[src/verilog/prbs_settings.svh]
// Global sizing for the PRBS pattern engine
// LFSR and data word width, tap field layout, word count width
`ifndef PRBS_SETTINGS_SVH
`define PRBS_SETTINGS_SVH

// --------------------------------------------------
// Datapath width
// --------------------------------------------------

// LFSR register and data word width
`define PRBS_WIDTH 8

// --------------------------------------------------
// Tap fields and counters
// --------------------------------------------------

// Number of tap fields in a command
`define PRBS_TAP_COUNT 4

// Bits per 1-based tap index, 0 marks an unused field
`define PRBS_TAP_IW 5

// Concatenated tap vector width
`define PRBS_TAPS_W (`PRBS_TAP_COUNT * `PRBS_TAP_IW)

// Word count and error count width
`define PRBS_COUNT_W 16

`endif

[src/verilog/prbs_pkg.sv]
// Shared types for the PRBS pattern engine
// Word, tap and count vectors, config command struct, control FSM states
`include "prbs_settings.svh"

package prbs_pkg;

    // --------------------------------------------------
    // Plain vectors
    // --------------------------------------------------

    // One PRBS data word
    typedef logic [`PRBS_WIDTH-1:0] prbs_word_t;

    // Concatenated tap positions, field 0 in the low bits
    typedef logic [`PRBS_TAPS_W-1:0] prbs_taps_t;

    // Word count or error count
    typedef logic [`PRBS_COUNT_W-1:0] prbs_count_t;

    // --------------------------------------------------
    // Config command
    // --------------------------------------------------

    // Seed in the top bits, word count at the bottom
    typedef struct packed {
        prbs_word_t  seed;
        prbs_taps_t  taps;
        prbs_count_t word_count;
    } prbs_cfg_t;

    // --------------------------------------------------
    // Control FSM
    // --------------------------------------------------

    // idle waits for a command, load seeds the LFSR,
    // run streams words, drain empties the skid buffer
    typedef enum logic [1:0] {
        idle  = 2'd0,
        load  = 2'd1,
        run   = 2'd2,
        drain = 2'd3
    } prbs_state_t;

endpackage

[src/verilog/shifter_lfsr.sv]
// Shift LFSR with XNOR feedback
// Run-time seed and tap list, left shift, seed-wrap compare
`timescale 1ns/100ps

module shifter_lfsr #(
    parameter int WIDTH           = 8,
    parameter int TAP_INDEX_WIDTH = 5,
    parameter int TAP_COUNT       = 4
) (
    input  logic                                 clk,
    input  logic                                 rst_n,
    // Step or load strobe
    input  logic                                 enable,
    // Load seed instead of stepping, needs enable
    input  logic                                 seed_load,
    input  logic [WIDTH-1:0]                     seed_data,
    // 1-based tap positions, 0 means unused
    input  logic [TAP_COUNT*TAP_INDEX_WIDTH-1:0] taps,
    output logic [WIDTH-1:0]                     lfsr_out,
    // Current state equals the seed
    output logic                                 lfsr_done
);
    // Short alias for the tap field width
    localparam int TIW = TAP_INDEX_WIDTH;

    logic [WIDTH-1:0] tap_mask;
    logic [WIDTH-1:0] lfsr_q;
    logic             feedback;

    // --------------------------------------------------
    // Tap decode
    // --------------------------------------------------

    // Bit b is tapped when any field holds b+1
    // Out of range fields match no bit
    always_comb begin
        tap_mask = '0;
        for (int b = 0; b < WIDTH; b++) begin
            for (int i = 0; i < TAP_COUNT; i++) begin
                if (taps[i*TIW +: TIW] == TIW'(b + 1)) begin
                    tap_mask[b] = 1'b1;
                end
            end
        end
    end

    // XNOR of the tapped bits, enters at bit 0
    assign feedback = ~^(lfsr_q & tap_mask);

    // --------------------------------------------------
    // State register
    // --------------------------------------------------

    always_ff @(posedge clk or negedge rst_n) begin
        if (!rst_n) begin
            lfsr_q <= '0;
        end else if (enable) begin
            if (seed_load) begin
                lfsr_q <= seed_data;
            end else begin
                // Left shift
                lfsr_q <= {lfsr_q[WIDTH-2:0], feedback};
            end
        end
    end

    assign lfsr_out = lfsr_q;

    // Back at the seed, a full period has passed
    assign lfsr_done = (lfsr_q == seed_data);

endmodule

[src/verilog/prbs_ctrl.sv]
// Control FSM of the PRBS generator
// Config capture, seed load, stepping, word count, done pulse, wrap flag
`timescale 1ns/100ps

module prbs_ctrl (
    input  logic                  clk,
    input  logic                  rst_n,
    // Config command
    input  logic                  cfg_valid,
    output logic                  cfg_ready,
    input  prbs_pkg::prbs_cfg_t   cfg,
    // Generator LFSR
    output logic                  gen_enable,
    output logic                  gen_seed_load,
    output prbs_pkg::prbs_word_t  gen_seed,
    output prbs_pkg::prbs_taps_t  gen_taps,
    input  logic                  gen_wrap,
    // Skid buffer
    output logic                  push_valid,
    input  logic                  push_ready,
    input  logic                  buf_empty,
    // Status
    output logic                  cfg_start,
    output logic                  gen_done,
    output logic                  wrapped
);
    prbs_pkg::prbs_state_t state;
    prbs_pkg::prbs_state_t state_nxt;
    prbs_pkg::prbs_cfg_t   cfg_q;
    prbs_pkg::prbs_count_t push_cnt;
    logic                  push_fire;
    logic                  last_push;

    // --------------------------------------------------
    // Handshakes
    // --------------------------------------------------

    // Commands only taken while idle
    assign cfg_ready = (state == prbs_pkg::idle);
    assign cfg_start = cfg_valid && cfg_ready;

    // One word per cycle in run, held off by the buffer
    assign push_valid = (state == prbs_pkg::run);
    assign push_fire  = push_valid && push_ready;
    // word_count is nonzero whenever run is entered
    assign last_push  = push_fire && (push_cnt == cfg_q.word_count - 1'b1);

    // LFSR steps only with a push, so the pushed word is the pre-step value
    assign gen_seed_load = (state == prbs_pkg::load);
    assign gen_enable    = gen_seed_load || push_fire;
    assign gen_seed      = cfg_q.seed;
    assign gen_taps      = cfg_q.taps;

    // --------------------------------------------------
    // FSM
    // --------------------------------------------------

    always_comb begin
        state_nxt = state;
        case (state)
            prbs_pkg::idle: begin
                if (cfg_start) begin
                    state_nxt = prbs_pkg::load;
                end
            end
            prbs_pkg::load: begin
                // Empty run skips straight to drain
                if (cfg_q.word_count == '0) begin
                    state_nxt = prbs_pkg::drain;
                end else begin
                    state_nxt = prbs_pkg::run;
                end
            end
            prbs_pkg::run: begin
                if (last_push) begin
                    state_nxt = prbs_pkg::drain;
                end
            end
            prbs_pkg::drain: begin
                if (buf_empty) begin
                    state_nxt = prbs_pkg::idle;
                end
            end
            default: state_nxt = prbs_pkg::idle;
        endcase
    end

    always_ff @(posedge clk or negedge rst_n) begin
        if (!rst_n) begin
            state    <= prbs_pkg::idle;
            push_cnt <= '0;
            gen_done <= 1'b0;
            wrapped  <= 1'b0;
        end else begin
            state    <= state_nxt;
            // Single cycle, state is idle by then
            gen_done <= (state == prbs_pkg::drain) && buf_empty;
            if (cfg_start) begin
                push_cnt <= '0;
            end else if (push_fire) begin
                push_cnt <= push_cnt + 1'b1;
            end
            // Sticky, word 0 is the seed itself and does not count
            if (cfg_start) begin
                wrapped <= 1'b0;
            end else if (push_fire && (push_cnt != '0) && gen_wrap) begin
                wrapped <= 1'b1;
            end
        end
    end

    // Command held for the whole run
    always_ff @(posedge clk) begin
        if (cfg_start) begin
            cfg_q <= cfg;
        end
    end

    // No push beyond the commanded word count
    push_within_count: assert property (
        @(posedge clk) disable iff (!rst_n)
        push_fire |-> (push_cnt < cfg_q.word_count)
    ) else $error("push beyond the commanded word count");

endmodule

[src/verilog/prbs_skid_buffer.sv]
// Two-entry output skid buffer for the generator stream
// In-order release, stable data under back-pressure, empty flag
`timescale 1ns/100ps

module prbs_skid_buffer (
    input  logic                 clk,
    input  logic                 rst_n,
    // From the controller
    input  logic                 push_valid,
    output logic                 push_ready,
    input  prbs_pkg::prbs_word_t push_data,
    // Transmit port
    output logic                 tx_valid,
    input  logic                 tx_ready,
    output prbs_pkg::prbs_word_t tx_data,
    output logic                 empty
);
    // Head entry drives the port, tail catches one more word
    prbs_pkg::prbs_word_t head_q;
    prbs_pkg::prbs_word_t tail_q;
    logic [1:0]           count;
    logic                 push;
    logic                 pop;

    assign push_ready = (count != 2'd2);
    assign tx_valid   = (count != 2'd0);
    assign tx_data    = head_q;
    assign empty      = (count == 2'd0);

    assign push = push_valid && push_ready;
    assign pop  = tx_valid && tx_ready;

    // Occupancy
    always_ff @(posedge clk or negedge rst_n) begin
        if (!rst_n) begin
            count <= 2'd0;
        end else if (push && !pop) begin
            count <= count + 2'd1;
        end else if (pop && !push) begin
            count <= count - 2'd1;
        end
    end

    // Data moves only on push or pop
    always_ff @(posedge clk) begin
        if (pop) begin
            // Tail advances, or a new word lands in the freed head
            if (count == 2'd2) begin
                head_q <= tail_q;
            end else begin
                head_q <= push_data;
            end
        end else if (push) begin
            if (count == 2'd0) begin
                head_q <= push_data;
            end else begin
                tail_q <= push_data;
            end
        end
    end

    // A held word stays put until the port takes it
    tx_stable_under_bp: assert property (
        @(posedge clk) disable iff (!rst_n)
        tx_valid && !tx_ready |=> tx_valid && $stable(tx_data)
    ) else $error("tx word changed before it was taken");

endmodule

[src/verilog/prbs_checker.sv]
// Self-synchronising PRBS receive checker
// Seeds its LFSR from the first word, counts mismatching words
`timescale 1ns/100ps
`include "prbs_settings.svh"

module prbs_checker (
    input  logic                  clk,
    input  logic                  rst_n,
    // New command, clears sync and count
    input  logic                  start,
    input  prbs_pkg::prbs_taps_t  taps,
    // Received stream, always accepted
    input  logic                  rx_valid,
    input  prbs_pkg::prbs_word_t  rx_data,
    output logic                  rx_synced,
    output prbs_pkg::prbs_count_t err_count
);
    prbs_pkg::prbs_word_t predict;
    prbs_pkg::prbs_word_t rx_q;
    logic                 lfsr_en;
    logic                 lfsr_load;
    logic                 cmp_q;
    logic                 mismatch;

    // --------------------------------------------------
    // Local LFSR
    // --------------------------------------------------

    // First word loads, each later word steps to its own prediction
    assign lfsr_en   = rx_valid && !start;
    assign lfsr_load = !rx_synced;

    shifter_lfsr #(
        .WIDTH           (`PRBS_WIDTH),
        .TAP_INDEX_WIDTH (`PRBS_TAP_IW),
        .TAP_COUNT       (`PRBS_TAP_COUNT)
    ) u_chk_lfsr (
        .clk       (clk),
        .rst_n     (rst_n),
        .enable    (lfsr_en),
        .seed_load (lfsr_load),
        .seed_data (rx_data),
        .taps      (taps),
        .lfsr_out  (predict),
        .lfsr_done ()
    );

    // --------------------------------------------------
    // Compare and count
    // --------------------------------------------------

    // A later word waits one cycle for the stepped prediction
    always_ff @(posedge clk) begin
        if (rx_valid) begin
            rx_q <= rx_data;
        end
    end

    assign mismatch = cmp_q && (rx_q != predict);

    always_ff @(posedge clk or negedge rst_n) begin
        if (!rst_n) begin
            rx_synced <= 1'b0;
            cmp_q     <= 1'b0;
            err_count <= '0;
        end else if (start) begin
            rx_synced <= 1'b0;
            cmp_q     <= 1'b0;
            err_count <= '0;
        end else begin
            if (rx_valid) begin
                rx_synced <= 1'b1;
            end
            // The seeding word is never compared
            cmp_q <= rx_valid && rx_synced;
            // Saturates at all ones
            if (mismatch && (err_count != '1)) begin
                err_count <= err_count + 1'b1;
            end
        end
    end

    // Count only moves up between commands
    err_monotonic: assert property (
        @(posedge clk) disable iff (!rst_n)
        !start |=> (err_count >= $past(err_count))
    ) else $error("err_count decreased without start");

endmodule

[src/verilog/prbs_engine.sv]
// PRBS pattern engine top level
// Controller, generator LFSR, output skid buffer, receive checker
`timescale 1ns/100ps
`include "prbs_settings.svh"

module prbs_engine (
    input  logic                  clk,
    input  logic                  rst_n,
    // Config command
    input  logic                  cfg_valid,
    output logic                  cfg_ready,
    input  prbs_pkg::prbs_cfg_t   cfg,
    // Transmit stream
    output logic                  tx_valid,
    input  logic                  tx_ready,
    output prbs_pkg::prbs_word_t  tx_data,
    // Receive stream
    input  logic                  rx_valid,
    input  prbs_pkg::prbs_word_t  rx_data,
    // Status
    output logic                  gen_done,
    output logic                  wrapped,
    output logic                  rx_synced,
    output prbs_pkg::prbs_count_t err_count
);
    logic                 cfg_start;
    logic                 gen_enable;
    logic                 gen_seed_load;
    prbs_pkg::prbs_word_t gen_seed;
    prbs_pkg::prbs_taps_t gen_taps;
    prbs_pkg::prbs_word_t gen_word;
    logic                 gen_wrap;
    logic                 push_valid;
    logic                 push_ready;
    logic                 buf_empty;

    prbs_ctrl u_prbs_ctrl (
        .clk           (clk),
        .rst_n         (rst_n),
        .cfg_valid     (cfg_valid),
        .cfg_ready     (cfg_ready),
        .cfg           (cfg),
        .gen_enable    (gen_enable),
        .gen_seed_load (gen_seed_load),
        .gen_seed      (gen_seed),
        .gen_taps      (gen_taps),
        .gen_wrap      (gen_wrap),
        .push_valid    (push_valid),
        .push_ready    (push_ready),
        .buf_empty     (buf_empty),
        .cfg_start     (cfg_start),
        .gen_done      (gen_done),
        .wrapped       (wrapped)
    );

    // Generator, its output is the word being pushed
    shifter_lfsr #(
        .WIDTH           (`PRBS_WIDTH),
        .TAP_INDEX_WIDTH (`PRBS_TAP_IW),
        .TAP_COUNT       (`PRBS_TAP_COUNT)
    ) u_gen_lfsr (
        .clk       (clk),
        .rst_n     (rst_n),
        .enable    (gen_enable),
        .seed_load (gen_seed_load),
        .seed_data (gen_seed),
        .taps      (gen_taps),
        .lfsr_out  (gen_word),
        .lfsr_done (gen_wrap)
    );

    prbs_skid_buffer u_prbs_skid_buffer (
        .clk        (clk),
        .rst_n      (rst_n),
        .push_valid (push_valid),
        .push_ready (push_ready),
        .push_data  (gen_word),
        .tx_valid   (tx_valid),
        .tx_ready   (tx_ready),
        .tx_data    (tx_data),
        .empty      (buf_empty)
    );

    // Checker shares the tap set of the running command
    prbs_checker u_prbs_checker (
        .clk       (clk),
        .rst_n     (rst_n),
        .start     (cfg_start),
        .taps      (gen_taps),
        .rx_valid  (rx_valid),
        .rx_data   (rx_data),
        .rx_synced (rx_synced),
        .err_count (err_count)
    );

endmodule

[config.mk]
export PLATFORM = sky130hd
export DESIGN_NAME = prbs_engine
export DESIGN_NICKNAME = d
export VERILOG_FILES = /design/src/verilog/prbs_pkg.sv /design/src/verilog/shifter_lfsr.sv /design/src/verilog/prbs_ctrl.sv /design/src/verilog/prbs_skid_buffer.sv /design/src/verilog/prbs_checker.sv /design/src/verilog/prbs_engine.sv
export VERILOG_INCLUDE_DIRS = /design/src /design/src/verilog
export SDC_FILE = /design/constraint.sdc
export NUM_CORES = 1
export LEC_CHECK = 0
export BUFFER_PORTS_ARGS = -buffer_cell sky130_fd_sc_hd__buf_2
export CAP_MARGIN = 30
export CORE_MARGIN = 4
export CORE_UTILIZATION = 45
export CTS_BUF_LIST = sky130_fd_sc_hd__clkbuf_8
export DETAILED_ROUTE_END_ITERATION = 8
export PLACE_DENSITY_LB_ADDON = 0.08
export SLEW_MARGIN = 15
export SYNTH_ARGS = -nofsm -noshare
export SYNTH_HDL_FRONTEND = slang
export SYNTH_SLANG_ARGS = --single-unit
[constraint.sdc]
create_clock -name clk -period 3.04 [get_ports clk]
set_clock_uncertainty 0.05 [all_clocks]
set_input_delay 0.76 -clock clk [delete_from_list [all_inputs] [get_ports clk]]
set_output_delay 0.76 -clock clk [all_outputs]
set_load 0.05 [all_outputs]
## After elaboration in Yosys (flattened, before gate mapping)

Index checks and enable logic that the tools add are counted.

- $add $sub $neg: 5
- Equality and inequality tests: 44
- Mux-type cells: 54
- Bitwise logic cells: 4
- Reduce and logical (&&, ||, !) cells: 34

Operators by type and width:

| operator | count |
|---|---|
| $eq 5x3->1 const B | 16 |
| $mux 16 | 4 |
| $mux 8 | 6 |
| $eq 5x2->1 const B | 8 |
| $mux 1 | 38 |
| $add 16x1->16 const B | 2 |
| $eq 5x1->1 const B | 4 |
| $eq 5x4->1 const B | 4 |
| $and 8x8->8 | 2 |
| $eq 16x16->1 | 1 |
| $logic_not 16->1 | 1 |
| $ne 16x16->1 const B | 1 |
| $reduce_bool 16->1 | 1 |
| $reduce_bool 2->1 | 8 |
| $reduce_xnor 8->1 | 2 |
| $sub 16x1->16 const B | 1 |
| $logic_and 1x1->1 | 13 |
| $mux 2 | 5 |
| $eq 8x8->1 | 1 |
| $ne 8x8->1 | 1 |
| $pmux 2 s4 | 1 |
| $eq 2x2->1 const B | 3 |
| $reduce_and 3->1 | 2 |
| $logic_not 2->1 | 2 |
| other kinds (9) | 14 |

- Register bits after elaboration: 124

## Longest topological paths before layout

Gate-level depths: netlist of the first run.

- Word-level depth: 8
- Mapped depth: 11
- Gate-level depth less buffers: 10

## Hierarchy

Synthesis of the first run repeated with hierarchy kept, for this count alone.

- Cell total of the unflattened synthesis: 669
- Area, all modules: 7362.1 sq um

Modules (own cells, without submodules):

| module | times used | cells each | area each (sq um) | sequential area each (sq um) |
|---|---|---|---|---|
| prbs_ctrl | 1 | 287 | 3383.2 | 1821.7 |
| shifter_lfsr | 2 | 108 | 945.9 | 200.2 |
| prbs_checker | 1 | 124 | 1322.5 | 690.7 |
| prbs_skid_buffer | 1 | 42 | 764.5 | 530.5 |

## Least setup slack after synthesis of the first run

OpenSTA, ideal clock, no wires.

- Path type: flip-flop to flip-flop
- Start: reg u_prbs_ctrl.state[0]
- End: reg u_prbs_ctrl.cfg_q[0] (netlist bit) (enable)
- Library setup time: 0.426 ns
- Arrival time: 2.700 ns
- Data required time: 2.564 ns
- Path slack: -0.135 ns
- Stages on the path, launching flop included: 6
- Buffers on the path: 1
- Clock period less this slack: 3.175 ns
- Cells stage by stage: dfrtp_1 inv_1 ha_1 nand2_1 clkinv_1 clkbuf_1

- Longest elaborated chain between the ends: 2

RTL lines:

| item | RTL line | RTL |
|---|---|---|
| start: declaration | prbs_ctrl.sv:27 | `prbs_pkg::prbs_state_t state;` |
| start signal: assignment | prbs_ctrl.sv:90 | `state <= prbs_pkg::idle;` |
| start signal: assignment | prbs_ctrl.sv:95 | `state <= state_nxt;` |
| $logic_not 2->1 | prbs_ctrl.sv:39 | `assign cfg_ready = (state == prbs_pkg::idle);` |
| named net cfg_ready | prbs_engine.sv:11 | `output logic cfg_ready,` |
| $logic_and 1x1->1 | prbs_ctrl.sv:40 | `assign cfg_start = cfg_valid && cfg_ready;` |
| named net cfg_start | prbs_engine.sv:26 | `logic cfg_start;` |
| end signal: assignment | prbs_ctrl.sv:115 | `cfg_q <= cfg;` |
| end: declaration | prbs_ctrl.sv:29 | `prbs_pkg::prbs_cfg_t cfg_q;` |

The timed path passes the listed nets, and every way through them passes these cells.
A chain may end at the register's enable or synchronous reset.

## Worst setup path after layout of the first run

- Start: reg u_prbs_ctrl.cfg_q[0] (netlist bit)
- End: reg u_prbs_ctrl.state[1]

- Longest elaborated chain between the ends: 5

RTL lines:

| item | RTL line | RTL |
|---|---|---|
| $sub 16x1->16 | prbs_ctrl.sv:46 | `assign last_push = push_fire && (push_cnt == cfg_q.word_count - 1'b1);` |
| $eq 16x16->1 | prbs_ctrl.sv:46 |  |
| $logic_and 1x1->1 | prbs_ctrl.sv:46 |  |
| $ne 2x2->1 (no source line) | n/a |  |
| $reduce_and 3->1 (no source line) | n/a |  |

No other way between the ends.

==> impl_metrics.csv, run 1 <==
group,metric,value,unit
outcome,run_status,"completed",
die,dieArea,0.0155,mm2
final_layout,finish.utilization,0.536,
critical_path,crit_arrival,3.13,ns
critical_path,worst_ep_required_time,3.30,ns
global_routing,grt_pass1_vias,4149,
route,dr.pass1.iters,4,
sta,finalMaxSlewViolations,0,
route,viasPerCell,5.28,
final_layout,stdcell_area,0.00712,mm2
sta,relSlewSlack,0.550,
min_path,holdCritPathClass,"in2async",
die,die_w,125,um
sta,max_freq,349,MHz
clock_network,cts_tree,"done",
route,wl_per_cell,16.1,um
global_routing,use_met3,0.0489,
yosys,yosys-top-cells-area,"edfxtp_1, dfrtp_1, xor2_1",
sta,fin_crit,2.86,ns
pwr,p_sw,2.18,mW
die,pin_count,86,
placed_design,place_ws,0.172,ns
yosys,synth-edff-count,68,
yosys,yosysSeqAreaShare,0.562,
route,drt_wl_total,13100,um
critical_path,r2r-start,"u_prbs_ctrl.cfg_q[0]",
global_routing,track_usage,0.174,
yosys,synth_area_leader_cell,"edfxtp_1",
critical_path,crit_family,"simple AND/OR/NAND/NOR gates",
global_routing,grt_overflow,0,
clock_network,cts_hold_buf,0,
yosys,synthAdderAreaFrac,0.0204,
yosys,synth_area,0.00613,mm2
sta,final-hold-violation-count,0,
clock_network,cts.sinks,124,
critical_path,crit_path_end_kind,"register",
yosys,avgSynthCellArea,11.7,um2
global_routing,grt_most_used_layer,"met2",
final_layout,final_net_count,687,
sta,fin_setup_tns,0,ns
yosys,async_reset_ff_frac,0.452,
critical_path,cp_num_buf_inv,1,
die,rows,42,
clock_network,clk_pin_slew,0.07,ns
sta,finalCritPeriodShare,0.941,
final_layout,area_delta_synth_final,16.3,%
die,die_h,125,um
pwr,clkPwrFrac,0.225,
critical_path,r2r_slack,0.18,ns
yosys,synth_cells,523,
pwr,seq_power_share,0.455,
sta,tightest_slew,0.670,ns
sta,rsz0062_at_grt,"no",
clock_network,post_cts_resized,0,
route,via_count,4271,
yosys,synth.distinct_cells,53,
clock_network,htree_levels,4,
pwr,peakVddDrop,0.272,mV
global_routing,grt_pass1_wl,21500,um
global_routing,grt_max_degree,53,
pwr,power,5.85,mW
route,drt-initial-drc-count,355,
route,drc,0,
sta,whs,0.159,ns
critical_path,cp_slowest_stage_delay,0.54,ns
pwr,power_switching_share,0.373,
yosys,yosys-mux-area-fraction,0.0509,
critical_path,crit_chain,"inv_1 > ha_1 > or3b_2 > nand2b_1 > o22ai_1 > nand4b_1 > nor4_1 > o2bb2ai_2 > mux2_4",
yosys,synth-compound-area-share,0.0705,
yosys,ys_warn_count,0,
pwr,power_density,821,mW/mm2
critical_path,crit_path_top_delay_cell,"or3b_2",
critical_path,setup.worst_path.start_class,"register",
placed_design,placed_area,0.00677,mm2
global_routing,use_met2,0.260,
die,start_util,0.461,
clock_network,cts_buffers,17,
global_routing,met1_usage,0.246,
placed_design,dp_hpwl,9780,um
yosys,ys_seq_elements,124,
final_layout,fin_cells,809,
flow_run,maxCapViolCount,0,
critical_path,r2r-end,"u_prbs_ctrl.state[1]",
pwr,comb_power_share,0.320,
placed_design,io_buffers,85,
die,fp.coreArea,0.0133,mm2
yosys,synth_top_family_by_area,"simple AND/OR/NAND/NOR gates",
clock_network,clock_latency,0.43,ns
critical_path,crit_fanout,7,
yosys,synth_top_area_frac,0.333,
pwr,p_int,3.67,mW
placed_design,gp_congestion,0.863,
yosys,ys.flop_type,"edfxtp_1",
critical_path,critPathKind,"reg2reg",
clock_network,ctsLongestPathBuffers,2,
sta,fin_ws,0.178,ns
critical_path,ff2ff_path_depth,9,
clock_network,post-cts-setup-buffers,0,
final_layout,final_common_cell,"buf_2",
yosys,yosys.area_share.simple,0.156,
sta,setup_viol,0,
final_layout,diodes,0,
final_layout,final_cell_mix,"buf_2, edfxtp_1, dfrtp_1",
yosys,synth_nets,590,
pwr,p_leak,2.97,nW
placed_design,post-place-cells,777,
global_routing,antenna_found_initial,0,
clock_network,root_buffer,"clkbuf_8",
yosys,yosys.area_share.xor_xnor,0.120,
route,ant_nets,0,
final_layout,drive_gt1_frac,0.232,
[layout make-up]
type                            count  area, um2
Clock inverter                     15        119
Inverter                           17       63.8
Sequential cell                   124       3440
Fill cell                        1198       6170
Timing Repair Buffer               91        483
Clock buffer                       17        234
Tap cell                          176        220
Multi-Input combinational cell    369       2560
[Yosys cell counts, drive strengths merged, types with 2 or more instances]
| cell type | count |
|---|---|
| clkbuf | 11 |
| nor2b | 2 |
| o31ai | 3 |
| mux2i | 18 |
| o2bb2ai | 2 |
| nor4 | 13 |
| xnor2 | 38 |
| nand4b | 2 |
| nor2 | 46 |
| nor3 | 8 |
| mux2 | 11 |
| nand4 | 9 |
| o32ai | 4 |
| or3b | 8 |
| nand2b | 8 |
| xor2 | 46 |
| o21ai | 30 |
| or3 | 10 |
| nor3b | 2 |
| nand3 | 10 |
| and4 | 5 |
| o22ai | 11 |
| inv | 15 |
| a21oi | 5 |
| buf | 2 |
| a21boi | 2 |
| clkinv | 2 |
| nand3b | 4 |
| o211ai | 2 |
| ha | 10 |
| and3 | 4 |
| dfrtp | 56 |
| edfxtp | 68 |
| or2 | 5 |
| nand2 | 40 |
[how the worst max path moves through the flow]
| stage | startpoint | endpoint | cells after the start |
|---|---|---|---|
| 3_3_place_gp | u_prbs_ctrl.cfg_q[0] | u_prbs_ctrl.state[1] | 9 |
| 2_1_floorplan | u_prbs_ctrl.cfg_q[0] | u_prbs_ctrl.state[0] | 9 |
| 3_5_place_dp | u_prbs_ctrl.cfg_q[0] | u_prbs_ctrl.state[1] | 9 |
| 6_report | u_prbs_ctrl.cfg_q[0] | u_prbs_ctrl.state[1] | 9 |
| 4_1_cts | u_prbs_ctrl.cfg_q[0] | u_prbs_ctrl.state[1] | 9 |
| 5_1_grt | u_prbs_ctrl.cfg_q[0] | u_prbs_ctrl.state[1] | 9 |
[state kept, by name (all words and copies together), names as in the netlist]
signal                              count
u_prbs_checker.rx_synced                1
u_prbs_checker.u_chk_lfsr.lfsr_out      8
u_prbs_skid_buffer.tail_q               8
u_gen_lfsr.lfsr_out                     8
u_prbs_ctrl.gen_taps                   20
u_prbs_ctrl.wrapped                     1
u_prbs_skid_buffer.tx_data              8
u_prbs_ctrl.state                       2
u_prbs_ctrl.cfg_q                      16
u_prbs_ctrl.gen_done                    1
u_prbs_ctrl.gen_seed                    8
u_prbs_skid_buffer.count                2
u_prbs_checker.err_count               16
u_prbs_ctrl.push_cnt                   16
u_prbs_checker.rx_q                     8
u_prbs_checker.cmp_q                    1
[kinds of logic (layout without fill, tap and decap cells)]
family          after synthesis  after routing
simple gates                179            179
flops                       124            124
xor+xnor                     84             84
compound gates               67             67
buf+inv                      30            140
mux                          29             29
fa+ha+maj                    10             10
[power groups by stage]
stage          sequential, mW  combinational (mW)  clock (mW)
6_report                 2.66                1.87        1.32
4_1_cts                  2.67                1.90        1.36
3_3_place_gp             2.68                1.86           0
5_1_grt                  2.73                2.06        1.43
3_5_place_dp             2.70                1.89           0
2_1_floorplan            2.84                1.18           0
[per-layer routing]
| layer | wire, um | part of all wire | vias up |
|---|---|---|---|
| met1 | 6150 | 0.47 | 2045 |
| li1 | - | - | 2076 |
| met2 | 5840 | 0.45 | 135 |
| met3 | 869 | 0.067 | 15 |
| met5 | 0 | 0 | - |
| met4 | 197 | 0.015 | 0 |
Note: power is estimated with default switching activity, not from simulation.
==> inputs of run 2 (changes only) <==
==> constraint.sdc (replaced) <==
create_clock -name clk -period 2.4 [get_ports clk]
set_clock_uncertainty 0.05 [all_clocks]
set_input_delay 0.6 -clock clk [delete_from_list [all_inputs] [get_ports clk]]
set_output_delay 0.6 -clock clk [all_outputs]
set_load 0.05 [all_outputs]
==> impl_metrics.csv, run 2 (synthesis gave the netlist of run 1 again) <==
group,metric,value,unit
outcome,run_status,"finished with violations",
outcome,violations,"setup timing",
sta,tightest_slew,0.614,ns
critical_path,crit_path_end_kind,"register",
pwr,power_switching_share,0.344,
pwr,power,8.29,mW
route,wl_per_cell,15.3,um
placed_design,gp_congestion,0.945,
sta,fin_crit,2.68,ns
pwr,peakVddDrop,0.474,mV
sta,fin_setup_tns,-0.556,ns
final_layout,finish.utilization,0.573,
sta,rsz0062_at_grt,"yes",
route,viasPerCell,5.16,
final_layout,largest_reg_flops,20,
sta,finalCritPeriodShare,1.12,
route,drc,0,
critical_path,worst_ep_required_time,2.68,ns
clock_network,ctsLongestPathBuffers,2,
final_layout,drive_gt1_frac,0.303,
pwr,power_density,1090,mW/mm2
sta,relSlewSlack,0.589,
route,ant_nets,0,
clock_network,cts_hold_buf,0,
clock_network,root_buffer,"clkbuf_8",
critical_path,critPathKind,"reg2reg",
flow_run,maxCapViolCount,0,
final_layout,area_delta_synth_final,24.4,%
final_layout,ff_latch_area,0.00345,mm2
final_layout,final_cell_mix,"buf_2, edfxtp_1, dfrtp_1",
final_layout,fin_cells,845,
die,dieArea,0.0155,mm2
critical_path,crit_fanout,3,
final_layout,stdcell_area,0.00762,mm2
clock_network,cts.sinks,124,
critical_path,crit_path_top_delay_cell,"or4_4",
sta,setup_viol,2,
critical_path,crit_chain,"or4_4 > or3_4 > mux2i_1 > nor2_1 > a211o_1 > a211oi_2 > o2bb2ai_2 > mux2_4",
pwr,seq_power_share,0.397,
die,rows,42,
clock_network,htree_levels,4,
route,drt-initial-drc-count,253,
route,drt_wl_total,13000,um
final_layout,multiInputGateArea,0.00262,mm2
critical_path,crit_family,"simple AND/OR/NAND/NOR gates",
pwr,p_int,5.43,mW
placed_design,post-place-cells,813,
global_routing,track_usage,0.173,
placed_design,placed_area,0.00706,mm2
die,pin_count,86,
min_path,holdCritPathClass,"in2async",
pwr,p_leak,3.20,nW
critical_path,cp_slowest_stage_delay,0.55,ns
sta,max_freq,373,MHz
global_routing,grt_max_degree,63,
clock_network,cts_tree,"done",
clock_network,clk_pin_slew,0.07,ns
critical_path,setup.worst_path.start_class,"register",
die,fp.coreArea,0.0133,mm2
global_routing,grt_pass1_wl,21600,um
critical_path,crit_arrival,2.96,ns
pwr,clkPwrFrac,0.274,
route,dr.pass1.iters,4,
final_layout,final_common_cell,"buf_2",
sta,fin_ws,-0.278,ns
route,via_count,4359,
pwr,p_sw,2.85,mW
placed_design,io_buffers,85,
die,start_util,0.461,
critical_path,cp_num_buf_inv,0,
global_routing,grt_overflow,0,
final_layout,diodes,0,
final_layout,final_net_count,723,
clock_network,cts_buffers,17,
clock_network,clock_latency,0.44,ns
die,die_w,125,um
final_layout,nFillCells,1150,
sta,finalMaxSlewViolations,0,
die,die_h,125,um
global_routing,grt_pass1_vias,4464,
global_routing,antenna_found_initial,0,
placed_design,dp_hpwl,9700,um
sta,final-hold-violation-count,0,
pwr,comb_power_share,0.330,
run 2: cell count changes in the layout (fill, tap and decap cells not counted), sizes merged:
| cell | delta |
|---|---|
| buf | +36 |
| clkinv | -5 |
| bufinv | +4 |
| clkbuf | +4 |
| inv | -3 |
run 2: power by group through the flow:
stage	sequential (mW)	clock [mW]	combinational [mW]
floorplan	3.60	0	1.50
global placement	3.31	0	2.67
detailed placement	3.32	0	2.73
CTS	3.28	2.32	2.74
global route	3.36	2.42	3.01
finish	3.29	2.27	2.73
run 2: metrics by stage:
step | hold slack (ns) | setup slack (ns)
CTS | 0.0796 | -0.299
global route | 0.117 | -0.397
global placement | 0.447 | -0.244
detailed placement | 0.457 | -0.305
finish | 0.105 | -0.278
floorplan | 0.254 | -0.290
run 2: layout make-up:
class                   instances  area share
multi-input cells             369       0.344
inverters                      17     0.00837
flip-flops and latches        124       0.452
repair buffers                127       0.100
clock buffers                  21      0.0379
clock inverters                11      0.0277
well taps                     176      0.0289
run 2: worst register-to-register path, cell delays in order (launching register included):
cell,delay [ns]
edfxtp_1,0.41
or4_4,0.55
or3_4,0.37
mux2i_1,0.16
nor2_1,0.05
a211o_1,0.27
a211oi_2,0.21
o2bb2ai_2,0.17
mux2_4,0.32
run 2: final timing paths:
path                                          from                           to  slack (ns)  cells after the start
min reg2reg                u_prbs_ctrl.gen_seed[0]       u_gen_lfsr.lfsr_out[0]        0.47                      2
min                                          rst_n  u_prbs_checker.err_count[1]        0.10                      1
max reg2reg                   u_prbs_ctrl.cfg_q[1]         u_prbs_ctrl.state[0]       -0.28                      8
min in group clk                           cfg[22]      u_prbs_ctrl.gen_taps[6]        0.28                      1
max                           u_prbs_ctrl.cfg_q[1]         u_prbs_ctrl.state[0]       -0.28                      8
max in group asynchronous                    rst_n      u_prbs_ctrl.push_cnt[3]        1.60                      2
run 2: repair_timing:
item	in CTS	in global routing
buffers inserted	0	0
pin swaps	0	2
endpoints found under the setup margin	2	8
hold endpoints to repair	0	0
gates resized for setup	1	12
run 2: layer usage:
layer | routed length [um] | track usage | up-vias
met4 | 153 | 0.0638 | 0
met1 | 6170 | 0.229 | 2103
met5 | 0 | 0 | -
li1 | - | - | 2149
met2 | 6040 | 0.276 | 93
met3 | 598 | 0.0455 | 14
